===== src/design/dcache_pkg.sv =====
`default_nettype none

package dcache_pkg;

    ////////////////////////////////////////
    // geometry
    ////////////////////////////////////////

    localparam int addr_bits   = 32;
    localparam int word_bits   = 32;
    // byte select within a word, word select within a line
    localparam int byte_bits   = 2;
    localparam int offset_bits = 2;
    localparam int index_bits  = 4;
    localparam int tag_bits    = addr_bits - index_bits - offset_bits - byte_bits;

    localparam int num_ways       = 2;
    localparam int num_sets       = 1 << index_bits;
    localparam int words_per_line = 1 << offset_bits;

    ////////////////////////////////////////
    // field types
    ////////////////////////////////////////

    typedef logic [addr_bits-1:0]   addr_t;
    typedef logic [word_bits-1:0]   word_t;
    typedef logic [tag_bits-1:0]    tag_t;
    typedef logic [index_bits-1:0]  index_t;
    typedef logic [offset_bits-1:0] offset_t;
    typedef logic [num_ways-1:0]    way_mask_t;
    // data ram address is {index, word offset}
    typedef logic [index_bits+offset_bits-1:0] data_addr_t;

    // one processor request
    typedef struct packed {
        logic  write;
        addr_t addr;
        word_t data;
    } cpu_req_t;

    // one write-through beat to memory
    typedef struct packed {
        addr_t addr;
        word_t data;
    } mem_wr_t;

    typedef enum logic [2:0] {
        idle,
        lookup,
        refill,
        refill_done,
        write_mem,
        respond
    } ctrl_state_t;

endpackage

`default_nettype wire

===== src/design/dcache_top.sv =====
`timescale 1ns/1ps
`default_nettype none

module dcache_top (
    input  wire                       clk,
    input  wire                       rst,
    // processor side
    input  wire                       req,
    input  wire dcache_pkg::cpu_req_t req_data,
    output logic                      ready,
    output logic                      resp_valid,
    output dcache_pkg::word_t         rdata,
    // memory read, line refill
    output logic                      mem_rd_req,
    output dcache_pkg::addr_t         mem_rd_addr,
    input  wire                       mem_rd_valid,
    input  wire dcache_pkg::word_t    mem_rd_data,
    // memory write-through
    output logic                      mem_wr_req,
    output dcache_pkg::mem_wr_t       mem_wr,
    input  wire                       mem_wr_done
);
    import dcache_pkg::*;

    // tag/valid array links
    index_t     lookup_index;
    tag_t       lookup_tag;
    way_mask_t  hit;
    index_t     fill_index;
    tag_t       fill_tag;
    way_mask_t  fill_we;

    // data ram links, shared by both ways
    data_addr_t data_raddr;
    data_addr_t data_waddr;
    word_t      data_wdata;
    way_mask_t  data_we;
    word_t      way0_rdata;
    word_t      way1_rdata;

    ////////////////////////////////////////
    // tags and valid bits
    ////////////////////////////////////////

    dcache_tagv tagv0 (
        .clk          (clk),
        .rst          (rst),
        .lookup_index (lookup_index),
        .lookup_tag   (lookup_tag),
        .hit          (hit),
        .fill_index   (fill_index),
        .fill_tag     (fill_tag),
        .fill_we      (fill_we)
    );

    ////////////////////////////////////////
    // data rams, one per way
    ////////////////////////////////////////

    sdp_ram #(
        .data_width ($bits(word_t)),
        .addr_width ($bits(data_addr_t))
    ) data_way0 (
        .clk   (clk),
        .we    (data_we[0]),
        .waddr (data_waddr),
        .din   (data_wdata),
        .raddr (data_raddr),
        .dout  (way0_rdata)
    );

    sdp_ram #(
        .data_width ($bits(word_t)),
        .addr_width ($bits(data_addr_t))
    ) data_way1 (
        .clk   (clk),
        .we    (data_we[1]),
        .waddr (data_waddr),
        .din   (data_wdata),
        .raddr (data_raddr),
        .dout  (way1_rdata)
    );

    // controller
    dcache_ctrl ctrl0 (
        .clk          (clk),
        .rst          (rst),
        .req          (req),
        .req_data     (req_data),
        .ready        (ready),
        .resp_valid   (resp_valid),
        .rdata        (rdata),
        .lookup_index (lookup_index),
        .lookup_tag   (lookup_tag),
        .hit          (hit),
        .fill_index   (fill_index),
        .fill_tag     (fill_tag),
        .fill_we      (fill_we),
        .data_raddr   (data_raddr),
        .data_waddr   (data_waddr),
        .data_wdata   (data_wdata),
        .data_we      (data_we),
        .way0_rdata   (way0_rdata),
        .way1_rdata   (way1_rdata),
        .mem_rd_req   (mem_rd_req),
        .mem_rd_addr  (mem_rd_addr),
        .mem_rd_valid (mem_rd_valid),
        .mem_rd_data  (mem_rd_data),
        .mem_wr_req   (mem_wr_req),
        .mem_wr       (mem_wr),
        .mem_wr_done  (mem_wr_done)
    );

endmodule

`default_nettype wire


===== src/design/dcache_ctrl.sv =====
`timescale 1ns/1ps
`default_nettype none

module dcache_ctrl (
    input  wire                         clk,
    input  wire                         rst,
    // processor side
    input  wire                         req,
    input  wire dcache_pkg::cpu_req_t   req_data,
    output logic                        ready,
    output logic                        resp_valid,
    output dcache_pkg::word_t           rdata,
    // tag/valid array
    output dcache_pkg::index_t          lookup_index,
    output dcache_pkg::tag_t            lookup_tag,
    input  wire dcache_pkg::way_mask_t  hit,
    output dcache_pkg::index_t          fill_index,
    output dcache_pkg::tag_t            fill_tag,
    output dcache_pkg::way_mask_t       fill_we,
    // data rams
    output dcache_pkg::data_addr_t      data_raddr,
    output dcache_pkg::data_addr_t      data_waddr,
    output dcache_pkg::word_t           data_wdata,
    output dcache_pkg::way_mask_t       data_we,
    input  wire dcache_pkg::word_t      way0_rdata,
    input  wire dcache_pkg::word_t      way1_rdata,
    // memory side
    output logic                        mem_rd_req,
    output dcache_pkg::addr_t           mem_rd_addr,
    input  wire                         mem_rd_valid,
    input  wire dcache_pkg::word_t      mem_rd_data,
    output logic                        mem_wr_req,
    output dcache_pkg::mem_wr_t         mem_wr,
    input  wire                         mem_wr_done
);
    import dcache_pkg::*;

    ctrl_state_t         state;
    // first lookup cycle, tag ram read still in flight
    logic                lookup_wait;
    cpu_req_t            req_q;
    offset_t             beat_cnt;
    // way to replace next, per set
    logic [num_sets-1:0] lru;
    logic                victim;
    way_mask_t           victim_mask;
    // hit way of a write, cleared after its data ram write
    way_mask_t           wr_hit;
    logic                last_beat;
    logic                eval;

    tag_t                req_tag;
    index_t              req_index;
    offset_t             req_offset;
    offset_t             fill_offset;
    word_t               hit_word;

    // address fields of the held request
    assign req_offset = req_q.addr[byte_bits +: offset_bits];
    assign req_index  = req_q.addr[byte_bits+offset_bits +: index_bits];
    assign req_tag    = req_q.addr[addr_bits-1 -: tag_bits];

    // beats arrive critical word first, wrap within the line
    assign fill_offset = req_offset + beat_cnt;
    assign last_beat   = (beat_cnt == offset_t'(words_per_line - 1));
    assign victim_mask = way_mask_t'(1) << victim;
    assign eval        = (state == lookup) && !lookup_wait;
    assign hit_word    = hit[1] ? way1_rdata : way0_rdata;

    ////////////////////////////////////////
    // fsm
    ////////////////////////////////////////

    always_ff @(posedge clk) begin
        if (rst) begin
            state       <= idle;
            lookup_wait <= 1'b0;
            beat_cnt    <= '0;
            victim      <= 1'b0;
            wr_hit      <= '0;
            lru         <= '0;
        end else begin
            case (state)
                idle: begin
                    if (req) begin
                        state       <= lookup;
                        lookup_wait <= 1'b1;
                    end
                end
                lookup: begin
                    lookup_wait <= 1'b0;
                    if (!lookup_wait) begin
                        // a hit points the set at the other way
                        if (|hit) begin
                            lru[req_index] <= hit[0];
                        end
                        if (req_q.write) begin
                            wr_hit <= hit;
                            state  <= write_mem;
                        end else if (|hit) begin
                            state <= respond;
                        end else begin
                            victim   <= lru[req_index];
                            beat_cnt <= '0;
                            state    <= refill;
                        end
                    end
                end
                refill: begin
                    if (mem_rd_valid) begin
                        beat_cnt <= beat_cnt + 1'b1;
                        if (last_beat) begin
                            lru[req_index] <= ~victim;
                            state          <= refill_done;
                        end
                    end
                end
                refill_done: begin
                    state <= respond;
                end
                write_mem: begin
                    wr_hit <= '0;
                    if (mem_wr_done) begin
                        state <= respond;
                    end
                end
                respond: begin
                    state <= idle;
                end
                default: begin
                    state <= idle;
                end
            endcase
        end
    end

    // request and response payload
    always_ff @(posedge clk) begin
        if (ready && req) begin
            req_q <= req_data;
        end
        if (eval) begin
            rdata <= req_q.write ? req_q.data : hit_word;
        end
        // critical word is beat zero
        if (state == refill && mem_rd_valid && beat_cnt == '0) begin
            rdata <= mem_rd_data;
        end
    end

    ////////////////////////////////////////
    // outputs
    ////////////////////////////////////////

    assign ready      = (state == idle);
    assign resp_valid = (state == respond);

    assign lookup_index = req_index;
    assign lookup_tag   = req_tag;
    assign fill_index   = req_index;
    assign fill_tag     = req_tag;
    // tag goes in with the last beat only
    assign fill_we      = (state == refill && mem_rd_valid && last_beat) ? victim_mask : '0;

    assign data_raddr = {req_index, req_offset};
    assign data_waddr = {req_index, (state == refill) ? fill_offset : req_offset};
    assign data_wdata = (state == refill) ? mem_rd_data : req_q.data;

    always_comb begin
        data_we = '0;
        if (state == refill && mem_rd_valid) begin
            data_we = victim_mask;
        end else if (state == write_mem) begin
            data_we = wr_hit;
        end
    end

    assign mem_rd_req  = (state == refill);
    assign mem_rd_addr = {req_q.addr[addr_bits-1:byte_bits], {byte_bits{1'b0}}};
    assign mem_wr_req  = (state == write_mem);
    assign mem_wr      = '{addr: req_q.addr, data: req_q.data};

    // one memory transaction at a time
    a_mem_excl: assert property (@(posedge clk) disable iff (rst) !(mem_rd_req && mem_wr_req));

    a_resp_pulse: assert property (@(posedge clk) disable iff (rst) resp_valid |=> !resp_valid);

endmodule

`default_nettype wire


===== src/design/dcache_tagv.sv =====
`timescale 1ns/1ps
`default_nettype none

module dcache_tagv (
    input  wire                        clk,
    input  wire                        rst,
    // lookup port, hit follows one cycle later
    input  wire dcache_pkg::index_t    lookup_index,
    input  wire dcache_pkg::tag_t      lookup_tag,
    output dcache_pkg::way_mask_t      hit,
    // fill port, one way at a time
    input  wire dcache_pkg::index_t    fill_index,
    input  wire dcache_pkg::tag_t      fill_tag,
    input  wire dcache_pkg::way_mask_t fill_we
);
    import dcache_pkg::*;

    // stored tag per way, registered ram output
    tag_t   way_tag [num_ways];
    // valid bit per set, one vector per way
    logic [num_ways-1:0][num_sets-1:0] valid;
    // index of the read in flight
    index_t index_q;

    ////////////////////////////////////////
    // tag rams
    ////////////////////////////////////////

    for (genvar w = 0; w < num_ways; w++) begin : g_way
        sdp_ram #(
            .data_width ($bits(tag_t)),
            .addr_width ($bits(index_t))
        ) tag_ram (
            .clk   (clk),
            .we    (fill_we[w]),
            .waddr (fill_index),
            .din   (fill_tag),
            .raddr (lookup_index),
            .dout  (way_tag[w])
        );

        // tag match only counts on a valid line
        assign hit[w] = valid[w][index_q] && (way_tag[w] == lookup_tag);
    end

    ////////////////////////////////////////
    // valid bits
    ////////////////////////////////////////

    always_ff @(posedge clk) begin
        if (rst) begin
            valid <= '0;
        end else begin
            for (int w = 0; w < num_ways; w++) begin
                if (fill_we[w]) begin
                    valid[w][fill_index] <= 1'b1;
                end
            end
        end
    end

    // line the valid read up with the ram read
    always_ff @(posedge clk) begin
        index_q <= lookup_index;
    end

    // a line lives in at most one way
    a_hit_onehot: assert property (@(posedge clk) disable iff (rst) $onehot0(hit));

    // refill targets a single victim way
    a_fill_onehot: assert property (@(posedge clk) disable iff (rst) $onehot0(fill_we));

endmodule

`default_nettype wire


===== src/design/sdp_ram.sv =====
`timescale 1ns/1ps
`default_nettype none

module sdp_ram #(
    parameter int data_width = 32,
    parameter int addr_width = 6
) (
    input  wire                   clk,
    input  wire                   we,
    input  wire  [addr_width-1:0] waddr,
    input  wire  [data_width-1:0] din,
    input  wire  [addr_width-1:0] raddr,
    output logic [data_width-1:0] dout
);

    // storage, no reset so it maps onto block ram
    logic [data_width-1:0] mem [0:(1<<addr_width)-1];

    // write port
    always_ff @(posedge clk) begin
        if (we) begin
            mem[waddr] <= din;
        end
    end

    // registered read, old data on a same-address collision
    always_ff @(posedge clk) begin
        dout <= mem[raddr];
    end

    // both addresses must be known whenever a write lands
    a_addr_known: assert property (@(posedge clk) we |-> !$isunknown({waddr, raddr}));

endmodule

`default_nettype wire


===== config.mk =====
export PLATFORM = sky130hd
export DESIGN_NAME = dcache_top
export DESIGN_NICKNAME = d
export VERILOG_FILES = /design/src/design/dcache_pkg.sv /design/src/design/dcache_top.sv /design/src/design/dcache_ctrl.sv /design/src/design/dcache_tagv.sv /design/src/design/sdp_ram.sv
export SDC_FILE = /design/constraint.sdc
export NUM_CORES = 2
export LEC_CHECK = 0
export BUFFER_PORTS_ARGS = -buffer_cell sky130_fd_sc_hd__buf_2
export CORE_MARGIN = 2
export CORE_UTILIZATION = 45
export CTS_CLUSTER_DIAMETER = 50
export CTS_CLUSTER_SIZE = 40
export DETAILED_ROUTE_END_ITERATION = 6
export GPL_ROUTABILITY_DRIVEN = 0
export GPL_TIMING_DRIVEN = 1
export PLACE_DENSITY_LB_ADDON = 0.3
export SLEW_MARGIN = 20
export SYNTH_ARGS = -nofsm -noshare
export SYNTH_HDL_FRONTEND = slang
export SYNTH_MEMORY_MAX_BITS = 65536
export SYNTH_SLANG_ARGS = --single-unit

===== constraint.sdc =====
create_clock -name clk -period 4.1 [get_ports clk]
set_input_delay 0.82 -clock clk [delete_from_list [all_inputs] [get_ports clk]]
set_output_delay 0.82 -clock clk [all_outputs]
set_load 0.005 [all_outputs]

Word-level counts from Yosys, hierarchy flattened
Memories as Yosys holds them, arrays and structs flattened. A register that Yosys moved wholly into a read port is not among the register bits.
Cells that the tools add are included.
- bits in registers: 158
- RAM bits: 4864
- input bits: 102
- output and inout bits: 132
- word-level logic and storage cells: 118
- memories kept: 4
- memories (name ; words ; width ; read ports ; clocked after Yosys merged registers in ; wr ports ; RTL line ; text):
    data_way0.mem ; 64 ; 32 ; 1 ; 1 ; 1 ; sdp_ram.sv:17 ; logic [data_width-1:0] mem [0:(1<<addr_width)-1];
    data_way1.mem ; 64 ; 32 ; 1 ; 1 ; 1 ; sdp_ram.sv:17 ;
    tagv0.g_way[0].tag_ram.mem ; 16 ; 24 ; 1 ; 1 ; 1 ; sdp_ram.sv:17 ;
    tagv0.g_way[1].tag_ram.mem ; 16 ; 24 ; 1 ; 1 ; 1 ; sdp_ram.sv:17 ;
- add/subtract/negate cells: 2
- magnitude comparators: 3
- equality and inequality tests: 17
- shift operators: 1
- multiplexer cells: 50
- bitwise logic cells: 6
- reduce and logical (&&, ||, !) cells: 22
- operator list (kind ; number):
    $mux 32 ; 5
    $mux 16 ; 4
    $eq 24x24->1 ; 2
    $bwmux 16 ; 2
    $or 16x16->16 ; 2
    $pmux 16 s2 ; 1
    $mux 3 ; 7
    $mux 2 ; 10
    $pmux 3 s5 ; 1
    $reduce_and 5->1 ; 3
    $mux 1 ; 13
    $bmux 1 s4 ; 3
    $lt 4x5->1 const B ; 2
    $ne 2x2->1 const B ; 5
    $logic_and 1x1->1 ; 8
    $ne 2x1->1 const B ; 4
    $pmux 2 s2 ; 2
    $reduce_bool 2->1 ; 4
    $eq 3x2->1 const B ; 2
    $eq 3x3->1 const B ; 2
    $demux 1 s4 ; 1
    $ge 4x1->1 const B ; 1
    $not 1->1 ; 4
    $reduce_and 4->1 ; 1
    other kinds (12) ; 12

Logic depth before layout (Yosys ltp)
- depth after elaboration: 8
- gate-level depth with buffers: 11
- depth with buffers taken out: 8

By module
Synthesis repeated with hierarchy kept, for this count alone.
- cell total of the unflattened synthesis: 8802
- area, all modules: 195946.7 sq um
- modules (own cells, without submodules) (module ; instances ; cells an instance ; area each (sq um) ; seq. area each (sq um)):
    sdp_ram (data_way0 ...) ; 2 ; 3324 ; 78515.3 ; 62139.6
    sdp_ram (tagv0.g_way[0].tag_ram ...) ; 2 ; 636 ; 14930.6 ; 12011.5
    dcache_ctrl ; 1 ; 675 ; 7159.4 ; 3413.3
    dcache_tagv ; 1 ; 207 ; 1895.6 ; 720.7

Worst setup path before layout
OpenSTA, ideal clock, no wires.
- path type: flip-flop to flip-flop
- from: register ctrl0.req_q, in the netlist ctrl0.data_raddr[0]
- to: memory data_way0.mem[50][0], enable pin
- setup time: 421 ps
- arrival time: 3508 ps
- data required time: 3679 ps
- slack: 171 ps
- stages on the path, launching flop included: 11
- buffers on the path: 6
- clock period less this slack: 3929 ps
- cells stage by stage: edfxtp_1 -> buf_4 -> buf_4 -> buf_4 -> buf_4 -> buf_4 -> mux2i_1 -> and2_1 -> nand2_1 -> buf_2 -> nor2_1
- cells in the longest elaborated chain, start to end: 2
- ends and longest elaborated chain (what ; RTL line ; text):
    from (decl) ; dcache_ctrl.sv:41 ; cpu_req_t req_q;
    from (signal assigned) ; dcache_ctrl.sv:140 ; req_q <= req_data;
    $add 2x2->2 ; dcache_ctrl.sv:64 ; assign fill_offset = req_offset + beat_cnt;
    $mux 2 (*) ; dcache_ctrl.sv:166 ; assign data_waddr = {req_index, (state == refill) ? fill_offset : req_offset};
    to (decl) ; sdp_ram.sv:17 ;
Every way passes the cells marked *; elsewhere a longest branch is shown, timed or not.

==> qor.txt <==
Outcome -> finished clean
Synth Area per Inst -> 23.0 um2
Final Instance Count excl. Fillers -> 15,400
Final setup violation count -> 0
Largest cells by area after synthesis -> edfxtp_1 (76%), mux4_2 (16%), dfxtp_1 (1.8%)
Combinational share of power -> 19.1%
Longest Clk Path Bufs -> 4
Worst hold stages -> 1
Yosys warns -> 0
Post-synth top cells -> edfxtp_1 (4,961), mux4_2 (1,381), nor2_1 (316), nand2_1 (303), clkbuf_1 (184)
Internal power -> 95.1 mW
EDFF count, synth -> 4,961
Total Power -> 135 mW
Area growth from synthesis to layout -> 15.6%
Die width -> 663 um
Largest area contributor in the netlist -> edfxtp_1
Total congestion overflow -> 0
Synth Register Bits -> 5,134
# DRC -> 0
Drt wl/cell -> 36.3 um
Num rows -> 241
Die height -> 663 um
Largest net degree at the start of global routing -> 129
Mapped cell area -> 0.195 mm2
Critical path data arrival time -> 4850 ps
Reg2reg end -> data_way1.dout[18]
Period utilization -> 98.4%
Sequential fraction of the synthesis area -> 78.1%
Ports -> 234
Fmax achieved -> 0.248 GHz
CP endpoint kind -> register
Required time of the critical path -> 4920 ps
Initial antenna violation count -> 41
Clock-pin slew on the worst setup and hold paths -> 70 ps
VDD IR-drop max -> 0.000468 V
R2R setup slack -> 70 ps
Post-route setup slack -> 67.1 ps
Initial Util -> 45.3%
I/O Buffers -> 231
H-tree level count -> 5
Worst Path Max Fanout -> 22
Worst-Margin Slew -> 1280 ps
Initial drt markers -> 15,700
CP Launch Type -> register
Slowest CP cell -> o21ai_1
Vias in the first global route -> 95,500
Number of max-cap violations -> 0
Main flop type after synthesis -> edfxtp_1
Count leader, synth -> edfxtp_1
Setup TNS -> 0 ps
Min Tclk post-route -> 4030 ps
CP delay by family, top -> buffers and inverters
DP Worst Slack -> -50.7 ps
WP buf/inv -> 4
CP cell instances -> buf_12, buf_12, buf_4, buf_4, mux4_2, mux4_2, o21ai_1, o21ai_0
Depth of the most critical reg-to-reg path -> 8
Crit path to -> data_way1.dout[18]
Hold Vio Cnt, Final -> 0
Vias per Instance -> 6.31
Slew Limit Fails -> 0
Cells after DPL -> 14,500
Die area -> 0.439 mm2
Clock Sink Count -> 5,134
Post-DP HPWL -> 333,000 um
Clock skew -> 75.1 ps
CTS Root Cell -> clkbuf_16
Crit path launch -> ctrl0.data_raddr[0]
# nets final -> 9,369
Share of layout cells above drive strength 1 -> 34.1%
Ys async rst share -> 0%
Min-delay worst type -> in -> reg
Netlist cell types -> 57
Aggregate global-route resource usage -> 25.0%
Post-Synthesis Cells -> 8,496
Routed vias -> 97,100
Critical path depth -> 8
Global-route wire length before repair -> 771,000 um
Sw power -> 40.0 mW
Worst path max stage delay -> 790 ps
CTS tree -> done
Sw Share -> 29.6%
RSZ-0062 raised after global routing -> no
Pleak -> 70.7 nW
Fillers -> 32,500
Pwr dens -> 599 mW/mm2
DRT Pass-1 Iters -> 6
Yosys top cell area share -> 76.3%
Multi-input logic area -> 0.0413 mm2
Register area -> 0.152 mm2
RR Startpoint -> ctrl0.data_raddr[0]
Clk pwr share -> 33.2%
Critical path type -> reg -> reg
TritonCTS Buffers -> 448
Hold_ws -> 68.7 ps
Normalized max-slew margin -> 12.4%
Post-DRT Antenna Nets -> 0
Sequential share of power -> 47.7%
Final wirelength -> 558,000 um
Core ar. -> 0.431 mm2
Clock Latency Late Sink -> 1040 ps
-- power groups by stage --
stage          Sequential [mW]  Combinational (mW)  Clock, mW
3_3_place_gp              65.5                24.9          0
3_5_place_dp              65.5                25.5          0
4_1_cts                   64.4                25.6       45.3
6_report                  64.4                25.9       44.8
5_1_grt                   64.4                26.8       47.3
2_1_floorplan             65.3                13.5          0
-- per-layer routing --
layer  global-route usage (%)  share of wire, %
met5                        0             0.014
met4                     9.26               4.2
met3                     5.69                12
met2                     38.8                47
met1                     35.0                38
-- placed cells by master, fill, tap and decap left out, types with 18 or more instances in the layout --
cell | synthesis | final
edfxtp_1 | 4961 | 4961
mux4_2 | 1381 | 1381
clkbuf_16 | 0 | 455
buf_4 | 166 | 360
nand2_1 | 303 | 263
buf_2 | 104 | 231
buf_12 | 0 | 221
dfxtp_1 | 173 | 173
nor2_4 | 0 | 165
mux2i_1 | 143 | 142
nor2_1 | 316 | 141
a22oi_1 | 110 | 110
o21ai_0 | 100 | 94
inv_6 | 0 | 82
a21oi_1 | 77 | 77
mux2_2 | 56 | 56
inv_8 | 0 | 55
dlygate4sd3_1 | 0 | 52
clkinv_8 | 0 | 51
xnor2_1 | 49 | 49
clkinv_4 | 0 | 48
o211ai_1 | 37 | 37
clkinv_2 | 0 | 32
nand2_4 | 0 | 31
clkinvlp_4 | 0 | 29
bufinv_16 | 0 | 29
nand3_1 | 30 | 27
a311oi_1 | 27 | 27
clkbuf_1 | 184 | 22
a221oi_1 | 21 | 21
clkinv_1 | 2 | 18
-- worst min-delay path by stage --
| stage | from | end | slack, ps |
|---|---|---|---|
| 6_report | req_data[47] | ctrl0.fill_tag[7] | 70 |
| 5_1_grt | req_data[47] | ctrl0.fill_tag[7] | 20 |
| 4_1_cts | req_data[47] | ctrl0.fill_tag[7] | 10 |
| 3_5_place_dp | tagv0.valid[19] | tagv0.valid[19] | 460 |
| 3_3_place_gp | tagv0.valid[2] | tagv0.valid[2] | 440 |
| 2_1_floorplan | ctrl0.data_raddr[3] | tagv0.index_q[1] | 390 |
-- stage by stage --
stage	util [%]	area, um2
floorplan	-	195000
CTS	52.3	226000
finish	52.3	226000
global placement	48.5	209000
detailed placement	48.5	209000
global route	52.3	226000
-- sequential cells by signal (all words and copies together) (netlist names) --
signal / count
data_way0.mem: 2048
data_way1.mem: 2048
tagv0.g_way.tag_ram.mem: 768
tagv0.g_way.tag_ram.dout: 48
ctrl0.mem_wr: 34
ctrl0.rdata: 32
data_way0.dout: 32
data_way1.dout: 32
tagv0.valid: 32
ctrl0.fill_tag: 24
ctrl0.lru: 16
ctrl0.data_raddr: 6
tagv0.index_q: 4
ctrl0.state: 3
ctrl0.beat_cnt: 2
ctrl0.wr_hit: 2
ctrl0.lookup_wait: 1
ctrl0.req_q: 1
ctrl0.victim: 1
-- kinds of logic after synthesis --
kind of cell | synth area share, %
xor gates and xnor gates | 0.229
muxes | 17.0
other | 0.00192
adders and majority gates | 0.0192
AOI/OAI and AO/OA | 1.66
DFF | 78.1
and+or+nand+nor | 1.44
buffers and inverters | 1.54
-- timing repair --
action	in CTS	in global routing
endpoints found under the setup margin	1	0
endpoints found under the hold margin	52	0
resized for setup	1	0
setup buffers	0	0
hold buffers	52	0
-- area by class of cell --
cell class | instances | share of cell area [%]
sequential | 5134 | 67.6
clock buffer | 483 | 5.12
multi-input combinational | 2807 | 18.3
timing repair buffer | 864 | 3.90
antenna | 10 | 0.0111
clock inverter | 365 | 1.92
tap | 5710 | 3.17
inverter | 9 | 0.0183
No activity file was read; power rests on OpenSTA's default activity.
